===== src/logic/flagram_pkg.sv =====
package flagram_pkg;

    ////////////////////////////////////////////////////////////////////////////
    // widths
    ////////////////////////////////////////////////////////////////////////////

    // data word stored in each RAM location
    localparam int WORD_W = 4;

    // address bits within one bank
    localparam int WORD_ADDR_W = 4;

    // words per bank
    localparam int WORDS = 2 ** WORD_ADDR_W;

    // result bus, wide enough for the flag word
    localparam int OUT_W = 16;

    // number of value-class flags kept per bank
    localparam int FLAG_W = 14;

    ////////////////////////////////////////////////////////////////////////////
    // command opcodes
    ////////////////////////////////////////////////////////////////////////////

    typedef enum logic [1:0] {
        OP_NOP   = 2'd0,
        OP_WRITE = 2'd1,
        OP_READ  = 2'd2,
        OP_FLAGS = 2'd3
    } flagram_op_e;

    ////////////////////////////////////////////////////////////////////////////
    // flag bit positions, bits 15:14 of the flag word stay zero
    ////////////////////////////////////////////////////////////////////////////

    localparam int FLAG_Z    = 0;
    localparam int FLAG_S    = 1;
    localparam int FLAG_E    = 2;
    localparam int FLAG_O    = 3;
    localparam int FLAG_C2   = 4;
    localparam int FLAG_S2   = 5;
    localparam int FLAG_G4   = 6;
    localparam int FLAG_L4   = 7;
    localparam int FLAG_POW  = 8;
    localparam int FLAG_SMAX = 9;
    localparam int FLAG_SMIN = 10;
    localparam int FLAG_MAX  = 11;
    localparam int FLAG_PAL  = 12;
    localparam int FLAG_SB2  = 13;

endpackage

===== src/logic/flagram_top.sv =====
module flagram_top #(
    parameter int NUM_BANKS = 4
) (
    input  wire                                                    i_w_clk,
    input  wire                                                    i_reset,
    input  wire [$clog2(NUM_BANKS)+flagram_pkg::WORD_ADDR_W-1:0]   i_w_address,
    input  wire [flagram_pkg::WORD_W-1:0]                          i_w_data,
    input  wire                                                    i_w_we,
    input  wire                                                    i_w_oe,
    input  wire                                                    i_w_flags_out,
    output wire [flagram_pkg::OUT_W-1:0]                           o_w_out
);

    import flagram_pkg::*;

    // registered command, shared by all banks
    wire [NUM_BANKS-1:0]       l_w_bank_sel;
    flagram_op_e               l_w_op;
    wire [WORD_ADDR_W-1:0]     l_w_word_addr;
    wire [WORD_W-1:0]          l_w_wdata;

    // bank results, flattened for the collector
    wire [NUM_BANKS*OUT_W-1:0] l_w_results;
    wire [NUM_BANKS-1:0]       l_w_done;

    flagram_dispatch #(
        .NUM_BANKS(NUM_BANKS)
    ) dispatch_i (
        .i_w_clk       (i_w_clk),
        .i_reset       (i_reset),
        .i_w_address   (i_w_address),
        .i_w_data      (i_w_data),
        .i_w_we        (i_w_we),
        .i_w_oe        (i_w_oe),
        .i_w_flags_out (i_w_flags_out),
        .o_w_bank_sel  (l_w_bank_sel),
        .o_w_op        (l_w_op),
        .o_w_word_addr (l_w_word_addr),
        .o_w_wdata     (l_w_wdata)
    );

    ////////////////////////////////////////////////////////////////////////////
    // banks
    ////////////////////////////////////////////////////////////////////////////

    for (genvar b = 0; b < NUM_BANKS; b++) begin : g_bank
        flagram_bank bank_i (
            .i_w_clk       (i_w_clk),
            .i_reset       (i_reset),
            .i_w_sel       (l_w_bank_sel[b]),
            .i_w_op        (l_w_op),
            .i_w_word_addr (l_w_word_addr),
            .i_w_wdata     (l_w_wdata),
            .o_w_result    (l_w_results[b*OUT_W +: OUT_W]),
            .o_w_done      (l_w_done[b])
        );
    end

    flagram_collect #(
        .NUM_BANKS(NUM_BANKS)
    ) collect_i (
        .i_w_clk     (i_w_clk),
        .i_reset     (i_reset),
        .i_w_done    (l_w_done),
        .i_w_results (l_w_results),
        .o_w_out     (o_w_out)
    );

endmodule


===== src/logic/flagram_collect.sv =====
module flagram_collect #(
    parameter int NUM_BANKS = 4
) (
    input  wire                                        i_w_clk,
    input  wire                                        i_reset,
    input  wire [NUM_BANKS-1:0]                        i_w_done,
    input  wire [NUM_BANKS*flagram_pkg::OUT_W-1:0]     i_w_results,
    output logic [flagram_pkg::OUT_W-1:0]              o_w_out
);

    import flagram_pkg::*;

    logic [OUT_W-1:0] l_w_pick;
    logic             l_w_any;

    ////////////////////////////////////////////////////////////////////////////
    // result select
    ////////////////////////////////////////////////////////////////////////////

    // done is one-hot at most, so an and-or tree is enough
    always_comb begin
        l_w_pick = '0;
        for (int b = 0; b < NUM_BANKS; b++) begin
            if (i_w_done[b]) begin
                l_w_pick = l_w_pick | i_w_results[b*OUT_W +: OUT_W];
            end
        end
    end

    assign l_w_any = |i_w_done;

    ////////////////////////////////////////////////////////////////////////////
    // output register
    ////////////////////////////////////////////////////////////////////////////

    // holds the last result while no bank reports
    always_ff @(posedge i_w_clk) begin
        if (i_reset) begin
            o_w_out <= '0;
        end else if (l_w_any) begin
            o_w_out <= l_w_pick;
        end
    end

endmodule


===== src/logic/flagram_bank.sv =====
module flagram_bank (
    input  wire                                  i_w_clk,
    input  wire                                  i_reset,
    input  wire                                  i_w_sel,
    input  flagram_pkg::flagram_op_e             i_w_op,
    input  wire [flagram_pkg::WORD_ADDR_W-1:0]   i_w_word_addr,
    input  wire [flagram_pkg::WORD_W-1:0]        i_w_wdata,
    output logic [flagram_pkg::OUT_W-1:0]        o_w_result,
    output logic                                 o_w_done
);

    import flagram_pkg::*;

    ////////////////////////////////////////////////////////////////////////////
    // flag classifier
    ////////////////////////////////////////////////////////////////////////////

    function automatic logic [FLAG_W-1:0] classify(input logic [WORD_W-1:0] v);
        logic [FLAG_W-1:0] f;
        f            = '0;
        f[FLAG_Z]    = ~(|v);
        f[FLAG_S]    = v[3];
        f[FLAG_E]    = ~(^v);
        f[FLAG_O]    = ^v;
        f[FLAG_C2]   = ~v[2];
        f[FLAG_S2]   = v[2];
        f[FLAG_G4]   = (v > 4'd4);
        f[FLAG_L4]   = (v < 4'd4);
        // zero counts as a power of two here
        f[FLAG_POW]  = (v == 4'd0) || (v == 4'd1) || (v == 4'd2) ||
                       (v == 4'd4) || (v == 4'd8);
        f[FLAG_SMAX] = (v == 4'd7);
        f[FLAG_SMIN] = (v == 4'd8);
        f[FLAG_MAX]  = (v == 4'd15);
        f[FLAG_PAL]  = (v[0] == v[3]) && (v[1] == v[2]);
        f[FLAG_SB2]  = (v[3] == v[2]) || (v[2] == v[1]) || (v[1] == v[0]);
        return f;
    endfunction

    ////////////////////////////////////////////////////////////////////////////
    // storage
    ////////////////////////////////////////////////////////////////////////////

    logic [WORD_W-1:0] l_r_mem [WORDS];
    logic [FLAG_W-1:0] l_r_flags;
    logic [WORD_W-1:0] l_w_rd_word;
    logic              l_w_act;

    assign l_w_rd_word = l_r_mem[i_w_word_addr];
    assign l_w_act     = i_w_sel && (i_w_op != OP_NOP);

    // RAM and result path
    always_ff @(posedge i_w_clk) begin
        if (i_w_sel) begin
            case (i_w_op)
                OP_WRITE: begin
                    l_r_mem[i_w_word_addr] <= i_w_wdata;
                    o_w_result             <= '0;
                end
                OP_READ: begin
                    o_w_result <= {{(OUT_W - WORD_W){1'b0}}, l_w_rd_word};
                end
                OP_FLAGS: begin
                    // flags from before any update this cycle
                    o_w_result <= {{(OUT_W - FLAG_W){1'b0}}, l_r_flags};
                end
                default: begin
                    o_w_result <= o_w_result;
                end
            endcase
        end
    end

    ////////////////////////////////////////////////////////////////////////////
    // flag register and done pulse
    ////////////////////////////////////////////////////////////////////////////

    always_ff @(posedge i_w_clk) begin
        if (i_reset) begin
            l_r_flags <= '0;
        end else if (i_w_sel && (i_w_op == OP_READ)) begin
            l_r_flags <= classify(l_w_rd_word);
        end
    end

    // one pulse per executed command
    always_ff @(posedge i_w_clk) begin
        if (i_reset) begin
            o_w_done <= 1'b0;
        end else begin
            o_w_done <= l_w_act;
        end
    end

endmodule


===== src/logic/flagram_dispatch.sv =====
module flagram_dispatch #(
    parameter int NUM_BANKS = 4
) (
    input  wire                                                    i_w_clk,
    input  wire                                                    i_reset,
    input  wire [$clog2(NUM_BANKS)+flagram_pkg::WORD_ADDR_W-1:0]   i_w_address,
    input  wire [flagram_pkg::WORD_W-1:0]                          i_w_data,
    input  wire                                                    i_w_we,
    input  wire                                                    i_w_oe,
    input  wire                                                    i_w_flags_out,
    output logic [NUM_BANKS-1:0]                                   o_w_bank_sel,
    output flagram_pkg::flagram_op_e                               o_w_op,
    output logic [flagram_pkg::WORD_ADDR_W-1:0]                    o_w_word_addr,
    output logic [flagram_pkg::WORD_W-1:0]                         o_w_wdata
);

    import flagram_pkg::*;

    localparam int BANK_W = $clog2(NUM_BANKS);

    // bank field sits above the word address
    logic [BANK_W-1:0]      l_w_bank;
    logic [WORD_ADDR_W-1:0] l_w_word;
    flagram_op_e            l_w_op;
    logic [NUM_BANKS-1:0]   l_w_bank_sel;

    assign l_w_bank = i_w_address[BANK_W+WORD_ADDR_W-1:WORD_ADDR_W];
    assign l_w_word = i_w_address[WORD_ADDR_W-1:0];

    ////////////////////////////////////////////////////////////////////////////
    // strobe decode
    ////////////////////////////////////////////////////////////////////////////

    // write wins over read, read wins over flags
    always_comb begin
        if (i_w_we) begin
            l_w_op = OP_WRITE;
        end else if (i_w_oe) begin
            l_w_op = OP_READ;
        end else if (i_w_flags_out) begin
            l_w_op = OP_FLAGS;
        end else begin
            l_w_op = OP_NOP;
        end
    end

    // one-hot bank select, empty for a nop
    always_comb begin
        l_w_bank_sel = '0;
        if (l_w_op != OP_NOP) begin
            l_w_bank_sel[l_w_bank] = 1'b1;
        end
    end

    ////////////////////////////////////////////////////////////////////////////
    // command register
    ////////////////////////////////////////////////////////////////////////////

    always_ff @(posedge i_w_clk) begin
        if (i_reset) begin
            o_w_bank_sel <= '0;
            o_w_op       <= OP_NOP;
        end else begin
            o_w_bank_sel <= l_w_bank_sel;
            o_w_op       <= l_w_op;
        end
    end

    // address and data only matter when a bank is selected
    always_ff @(posedge i_w_clk) begin
        o_w_word_addr <= l_w_word;
        o_w_wdata     <= i_w_data;
    end

endmodule


===== config.mk =====
export PLATFORM = sky130hd
export DESIGN_NAME = flagram_top
export DESIGN_NICKNAME = d
export VERILOG_FILES = /design/src/logic/flagram_pkg.sv /design/src/logic/flagram_top.sv /design/src/logic/flagram_collect.sv /design/src/logic/flagram_bank.sv /design/src/logic/flagram_dispatch.sv
export SDC_FILE = /design/constraint.sdc
export NUM_CORES = 1
export LEC_CHECK = 0
export BUFFER_PORTS_ARGS = -buffer_cell sky130_fd_sc_hd__buf_2
export CAP_MARGIN = 20
export CORE_ASPECT_RATIO = 0.6
export CORE_MARGIN = 2
export CORE_UTILIZATION = 50
export CTS_CLUSTER_DIAMETER = 50
export CTS_CLUSTER_SIZE = 24
export DETAILED_ROUTE_END_ITERATION = 12
export PLACE_DENSITY = 0.66
export SETUP_SLACK_MARGIN = 0.15
export SLEW_MARGIN = 20
export SYNTH_ARGS = -nofsm -noshare
export SYNTH_HDL_FRONTEND = slang
export SYNTH_HIERARCHICAL = 1
export SYNTH_SLANG_ARGS = --single-unit

===== constraint.sdc =====
create_clock -name i_w_clk -period 2.6 [get_ports i_w_clk]
set_input_delay 0.13 -clock i_w_clk [delete_from_list [all_inputs] [get_ports i_w_clk]]
set_output_delay 0.13 -clock i_w_clk [all_outputs]
set_load 0.005 [all_outputs]

==> results of run 1 <==
-- power groups by stage --
stage	clock network, uW	logic [uW]	registers (uW)
2_1_floorplan	0	570	7160
3_3_place_gp	0	886	7180
3_5_place_dp	0	896	7180
4_1_cts	4980	1060	7020
5_1_grt	5210	1270	7030
6_report	4880	1180	7020
-- Yosys cell counts (17+ instances only) --
cell type / instances
buf_6: 17
a21oi_1: 39
mux4_2: 59
a22oi_1: 38
nor2_1: 105
nand2_1: 63
inv_1: 17
nor2b_1: 22
dfxtp_1: 90
a311oi_1: 21
nand3_1: 30
ha_1: 32
mux2i_1: 26
nor3_1: 18
clkbuf_1: 46
edfxtp_1: 312
and3_1: 40
nand2b_1: 17
-- per-layer routing --
layer	global-route usage, %	share of wire (%)
met1	35.1	48
met2	29.9	42
met3	4.59	8.2
met4	3.42	1.2
met5	0	0
-- registers in the layout, summed over array words and instances, names as in the netlist --
name                      cells
g_bank.bank_i/o_w_result     56
g_bank.bank_i/l_r_flags      56
g_bank.bank_i/o_w_done        4
dispatch_i/o_w_word_addr      4
g_bank.bank_i/l_r_mem       256
dispatch_i/o_w_wdata          4
collect_i/o_w_out            16
dispatch_i/o_w_bank_sel       4
dispatch_i/o_w_op             2
-- area by class of cell --
type | count | area (sq um)
Clock inverter | 22 | 283
Multi-Input combinational cell | 624 | 5480
Clock buffer | 31 | 754
Inverter | 20 | 75.1
Timing Repair Buffer | 185 | 1600
Sequential cell | 402 | 11200
Tap cell | 450 | 563
Fill cell | 2437 | 12800
-- critical path: stages (launching register included) --
cell	delay, ps
dfxtp_4	460
buf_12	170
buf_6	100
mux4_2	510
mux2i_2	220
buf_4	140
buf_4	90
buf_4	90
buf_4	90
buf_4	90
xor2_1	120
mux2i_1	120
o41ai_2	200
-- metrics by stage --
step | utilization, % | total power, uW | setup TNS, ps | cells
after floorplan | - | 7720 | 0 | 1126
after global placement | 54.7 | 8060 | -431 | 1626
after detailed placement | 54.7 | 8080 | -979 | 1626
after CTS | 59.8 | 13100 | 0 | 1720
after global routing | 60.9 | 13500 | 0 | 1734
final | 60.9 | 13100 | 0 | 1734
-- worst max path at each step --
stage                                                        to  cells past startpoint                                start
finish              g_bank[3].bank_i/l_r_flags[12]$_SDFFE_PP0P_                     12  dispatch_i/o_w_word_addr[1]$_DFF_P_
global route         g_bank[3].bank_i/l_r_flags[3]$_SDFFE_PP0P_                     11  dispatch_i/o_w_word_addr[1]$_DFF_P_
CTS                  g_bank[3].bank_i/l_r_flags[2]$_SDFFE_PP0P_                     10  dispatch_i/o_w_word_addr[1]$_DFF_P_
detailed placement   g_bank[0].bank_i/l_r_flags[3]$_SDFFE_PP0P_                      9  dispatch_i/o_w_word_addr[0]$_DFF_P_
global placement     g_bank[0].bank_i/l_r_flags[3]$_SDFFE_PP0P_                      9  dispatch_i/o_w_word_addr[0]$_DFF_P_
floorplan            g_bank[2].bank_i/l_r_flags[3]$_SDFFE_PP0P_                     11  dispatch_i/o_w_word_addr[1]$_DFF_P_
-- logic make-up (layout without fill, tap and decap cells) --
family | Yosys count | in the layout | synth area share, %
mux | 96 | 96 | 10.7
buf+inv | 100 | 258 | 3.25
flops | 402 | 402 | 66.6
other cells | 4 | 8 | 0.0895
compound gates | 145 | 145 | 6.38
simple gates | 331 | 331 | 9.89
xor+xnor | 12 | 12 | 0.627
fa+ha+maj | 32 | 32 | 2.39
-- timing repair --
item | CTS | global route
endpoints found under the hold margin | 14 | 0
gates resized for setup | 58 | 55
gates cloned | 1 | 0
hold buffers | 16 | 0
pin swaps | 16 | 30
setup buffers | 24 | 14
endpoints found under the setup margin | 33 | 23
==> reports/qor.csv, run 1 <==
metric,value,unit
ys_warn_count,6,
fmax,401,MHz
start_kind,flip-flop,
synth_ff_type,edfxtp_1,
slew_headroom,38.9,%
synthCells,1122,
initialDrtViolationCount,1063,
num_antenna_cells,0,
hold_class,in -> reg,
outcome,"finished, final reports clean",
synth_edf_count,312,
dieHeight,146,um
synth_top_cell_by_area,edfxtp_1,
p_per_area,656,nW/um^2
ios,31,
cts_root_buffer,clkbuf_16,
ys_types,50,
pwr-share-seq,53.7,%
netlist_area,16800,sq um
seq_area_frac_synth,66.6,%
p_leak,0.00700,uW
postSynthAreaPerCell,14.9,sq um
setup_ws,106,ps
post_drt_wl_per_cell,21.6,um
numCtsBuffers,29,
cts.sinks,402,
synthToLayoutAreaGrowth,19.0,%
post_dp_cell_area,17900,sq um
synthArstFlopShare,0,%
fin_hold_ws,118,ps
clkPwrFrac,37.3,%
crit_type,reg -> reg,
rows,51,
tightest_slew,912,ps
fp.dieW,240,um
grtUsageTotal,21.5,%
fin_nets,1309,
timing.rr.end,g_bank[3].bank_i/l_r_flags[12]$_SDFFE_PP0P_,
peakVddDrop,487,uV
synth_area_leaders,"edfxtp_1 56%, dfxtp_1 11%, mux4_2 7.9%",
grt_overflow,0,
synth_top_cell_area_share,55.9,%
setup_viol,0,
slew_viol_final,0,
fin_crit_sh,95.9,%
hold_viol,0,
required,3090,ps
ant_nets,0,
p_switching,3250,uW
num_vias,9989,
cp.arrival,2980,ps
pwr-share-comb,9.0,%
routed_wl,37.5,mm
initial_core_util,51.2,%
detailed_place_hpwl,24.9,mm
final_cell_mix,"312 x edfxtp_1, 111 x buf_4, 99 x nor2_1",
cts.path.max_buffers,3,
hp-start,i_reset,
setup.worst_path.end_class,flip-flop,
pre_cts_ws,-208,ps
grt_max_degree,65,
rsz0062_at_grt,yes,
cts_max_level,1,
crit_fanout,8,
hold_path_depth,2,
drc,0,
firstDrtPassIters,5,
clkTransAtPathRegs,90,ps
dieArea,35100,sq um
gp_congestion,0.823,
fin_skew,29.7,ps
r2r_cells,12,
r2r_setup_slack,110,ps
antenna_found_initial,0,
core,32700,sq um
grt_pass1_wl,57.4,mm
cap_violations,0,
grt_pass1_vias,9601,
cts_tree,yes,
internal_power,9830,uW
switching_share,24.9,%
clock_latency,590,ps
drive_above_1_share,30.1,%
hold_end,g_bank[1].bank_i/l_r_flags[3]$_SDFFE_PP0P_,
synth-seq-cells,402,
finalCriticalPeriod,2490,ps
layout_commonest_cell,edfxtp_1,
r2r-start,dispatch_i/o_w_word_addr[1]$_DFF_P_,
vias_per_cell,5.76,
portBuffers,30,
stdcell_area,19900,sq um
Power figures use the tool's default switching activity.
==> run 2, diff against run 1 <==
SYNTH_HIERARCHICAL = not set   (was 1)
==> run 2 against run 1 <==
Compared with the run above:
- the flow now finishes with violations (negative setup slack)
- cell count decreased by 5.5%
- flip-flop and latch count down 2
- largest power group unchanged
- non-clock buffer count down 27
- synthesized cell count fell by 4.6%
- first-iteration DRC count shrank 15%
- register-to-register slack lost 140 ps
==> reports/qor.csv, run 2 <==
metric,value,unit,change
hold_class,in -> reg,,
gp_congestion,0.833,,+1.2%
r2r-start,dispatch_i.o_w_word_addr[1]$_DFF_P_,,
slowest_delay,380,ps,-130 ps
cts.path.max_buffers,3,,unchanged
setup_ws,-29.2,ps,-135 ps
synth_fa_ha_area_share,2.47,%,+0.079 points
ant_nets,0,,unchanged
crit_type,reg -> reg,,
p_switching,3190,uW,-2.0%
p_per_area,663,nW/um^2,+1.1%
crit_start,dispatch_i.o_w_word_addr[1]$_DFF_P_,,
start_kind,flip-flop,,
grt_util_met2,31.6,%,+1.7 points
detailed_place_hpwl,26.2,mm,+5.3%
synth_top_cell_area_share,57.7,%,+1.8 points
rows,51,,unchanged
grt_pass1_wl,59.6,mm,+3.9%
synth_top_family_by_area,multiplexers,,
largest_reg_flops,256,,unchanged
synth-compound-area-share,6.40,%,+0.018 points
top_register,g_bank.bank_i.l_r_mem,,
numCtsBuffers,27,,-6.9%
pwr-share-comb,9.2,%,+0.2 points
grt_overflow,0,,unchanged
grtUsageTotal,23.7,%,+2.2 points
final_cell_mix,"312 x edfxtp_1, 89 x nand2_1, 81 x dfxtp_1, 81 x buf_4, 79 x nor2_1",,
seq_area_frac_synth,68.6,%,+2.0 points
timing.rr.end,g_bank[2].bank_i.l_r_flags[2]$_SDFFE_PP0P_,,
setup.worst_path.end_class,flip-flop,,
cp_cell_sequence,buf_12 > buf_12 > buf_16 > buf_4 > mux4_2 > a22oi_2 > nand2_2 > inv_1 > ha_4 > and2_4 > o21ai_2 > buf_4 > a21oi_1,,
netlist_top_cells_count,"312 x edfxtp_1, 93 x nand2_1, 89 x nor2_1, 88 x dfxtp_1, 64 x mux4_2",,
drc,0,,unchanged
violations,negative setup slack,,
reg_top3,"g_bank.bank_i.l_r_mem x256, g_bank.bank_i.l_r_flags x56, g_bank.bank_i.o_w_result x56",,
layout_commonest_cell,edfxtp_1,,
fin_setup_tns,-64.7,ps,-64.7 ps
num_antenna_cells,0,,unchanged
antenna_found_initial,0,,unchanged
internal_power,9640,uW,-1.9%
vias_per_cell,5.95,,+3.3%
cp-endpoint,g_bank[2].bank_i.l_r_flags[2]$_SDFFE_PP0P_,,
tightest_slew,690,ps,-222 ps
peakVddDrop,496,uV,+1.8%
cts_max_level,1,,unchanged
synthToLayoutAreaGrowth,19.1,%,
fin_crit_sh,101,%,+5.2 points
initial_core_util,50.4,%,-0.85 points
synth_area_leaders,"edfxtp_1 58%, dfxtp_1 11%, mux4_2 8.9%",,
synth-simple-area-share,8.28,%,-1.6 points
cp.arrival,3100,ps,+120 ps
cts_tree,yes,,
cts.sinks,400,,-0.50%
crit_fanout,11,,+3
routed_wl,40.1,mm,+6.7%
slew_viol_final,0,,unchanged
cts_root_buffer,clkbuf_16,,
synth_ff_type,edfxtp_1,,
fp.dieW,237,um,-1.6%
postSynthAreaPerCell,15.2,sq um,+1.5%
use_met1,39.3,%,+4.2 points
fin_skew,33.9,ps,+4.25 ps
r2r_cells,13,,+1
portBuffers,28,,-6.7%
met3_usage,5.94,%,+1.3 points
num_vias,9749,,-2.4%
pwr-share-seq,54.3,%,+0.6 points
synth_edf_count,312,,unchanged
synth_top_cell_by_area,edfxtp_1,,
cap_violations,0,,unchanged
dieHeight,144,um,-1.6%
synthArstFlopShare,0,%,unchanged
rsz0062_at_grt,yes,,
slew_headroom,54.0,%,+15 points
synthCells,1070,,-4.6%
grt_pass1_vias,9464,,-1.4%
ys_types,40,,-20%
drive_above_1_share,28.6,%,-1.5 points
clock_latency,610,ps,+20 ps
p_leak,0.00665,uW,-5.0%
fmax,380,MHz,-5.2%
synth-xor-area-share,0.794,%,+0.17 points
outcome,finished with violations,,
initialDrtViolationCount,908,,-15%
synth-seq-cells,400,,-0.50%
clkTransAtPathRegs,90,ps,about the same
clkPwrFrac,36.5,%,-0.8 points
hold_viol,0,,unchanged
finalCriticalPeriod,2630,ps,+135 ps
fin_hold_ws,26.9,ps,-90.8 ps
required,3070,ps,-20 ps
dieArea,34000,sq um,-3.1%
netlist_area,16200,sq um,-3.2%
grt_max_degree,66,,+1.5%
ios,31,,unchanged
fin_nets,1240,,-5.3%
synth_most_common_cell,edfxtp_1,,
switching_share,24.9,%,about the same
r2r_setup_slack,-30,ps,-140 ps
ys_warn_count,0,,-6
slowest_stage,dfxtp_4,,
synthMuxAreaShare,10.9,%,+0.16 points
setup_viol,3,,+3
core,32200,sq um,-1.6%
firstDrtPassIters,5,,unchanged
post_drt_wl_per_cell,24.5,um,+13%
top_usage_layer,met1,,
-- run 2: cell count changes after synthesis, moves of 12 or more --
cell	change
a311oi_1	-17
a31oi_1	+15
nand2_1	+30
nand3b_1	-12
nor2_1	-16
nor3_1	-16
-- run 2: how the worst min path moves through the flow --
stage,depth (start not counted),slack [ps],start,endpoint
final,2,30,i_reset,g_bank[1].bank_i.l_r_flags[3]$_SDFFE_PP0P_
after detailed placement,1,230,i_w_address[3],dispatch_i.o_w_word_addr[3]$_DFF_P_
after CTS,2,10,i_reset,g_bank[3].bank_i.l_r_flags[3]$_SDFFE_PP0P_
after global routing,2,40,i_reset,g_bank[3].bank_i.l_r_flags[10]$_SDFFE_PP0P_
after global placement,1,230,i_w_data[0],dispatch_i.o_w_wdata[0]$_DFF_P_
after floorplan,0,160,i_w_data[0],dispatch_i.o_w_wdata[0]$_DFF_P_
-- run 2: repair_timing --
action                                  4_1_cts  5_1_grt
resized for setup                            54       63
endpoints found under the setup margin       16       36
hold endpoints to repair                     14        0
buffers inserted                             20        8
hold buffers                                 18        0
gates cloned                                  5        0
pin swaps                                     9       16
-- run 2: critical path, delay by kind of cell, from the launching register on --
| family | cells | cell delay (ps) |
|---|---|---|
| AO/OA/AOI/OAI | 3 | 480 |
| adder cells (fa/ha/maj) | 1 | 220 |
| buffers and inverters | 6 | 840 |
| flip-flops | 1 | 380 |
| multiplexers | 1 | 290 |
| AND/OR/NAND/NOR | 2 | 280 |
-- run 2: layout make-up --
class,instances,area [sq um]
clock inverter,17,235
timing repair buffer,158,1520
tap,424,531
sequential,400,11100
inverter,19,71.3
multi-input combinational,587,5110
clock buffer,33,729
fill,2417,12900
-- run 2: layer usage --
metal  vias to the layer above  share of wire, %
li1                       4303                 -
met1                      4965                48
met2                       435                41
met3                        46                10
met4                         0               1.1
met5                         -                 0
-- run 2: stage by stage --
| step | cell area [sq um] | power, uW | utilization [%] | setup WS [ps] | cells |
|---|---|---|---|---|---|
| after floorplan | 16200 | 7630 | - | 164 | 1071 |
| after global placement | 17300 | 7990 | 53.7 | -66.8 | 1537 |
| after CTS | 19000 | 12700 | 58.9 | 21.1 | 1630 |
| final | 19300 | 12800 | 60.0 | -29.2 | 1638 |
| after global routing | 19300 | 13200 | 60.0 | -149 | 1638 |
| after detailed placement | 17300 | 8010 | 53.7 | -103 | 1537 |
-- run 2: logic make-up after synthesis --
logic type / count (synthesis)
and+or+nand+nor: 292
DFF: 400
other: 1
AOI/OAI and AO/OA: 154
xor gates and xnor gates: 13
adders and majority gates: 32
muxes: 94
buffers and inverters: 84
-- run 2: power groups by stage --
| stage | logic [uW] | clock network (uW) | registers [uW] |
|---|---|---|---|
| 2_1_floorplan | 528 | 0 | 7110 |
| 3_3_place_gp | 885 | 0 | 7100 |
| 3_5_place_dp | 900 | 0 | 7110 |
| 4_1_cts | 1060 | 4710 | 6960 |
| 5_1_grt | 1270 | 4920 | 6970 |
| 6_report | 1190 | 4680 | 6960 |
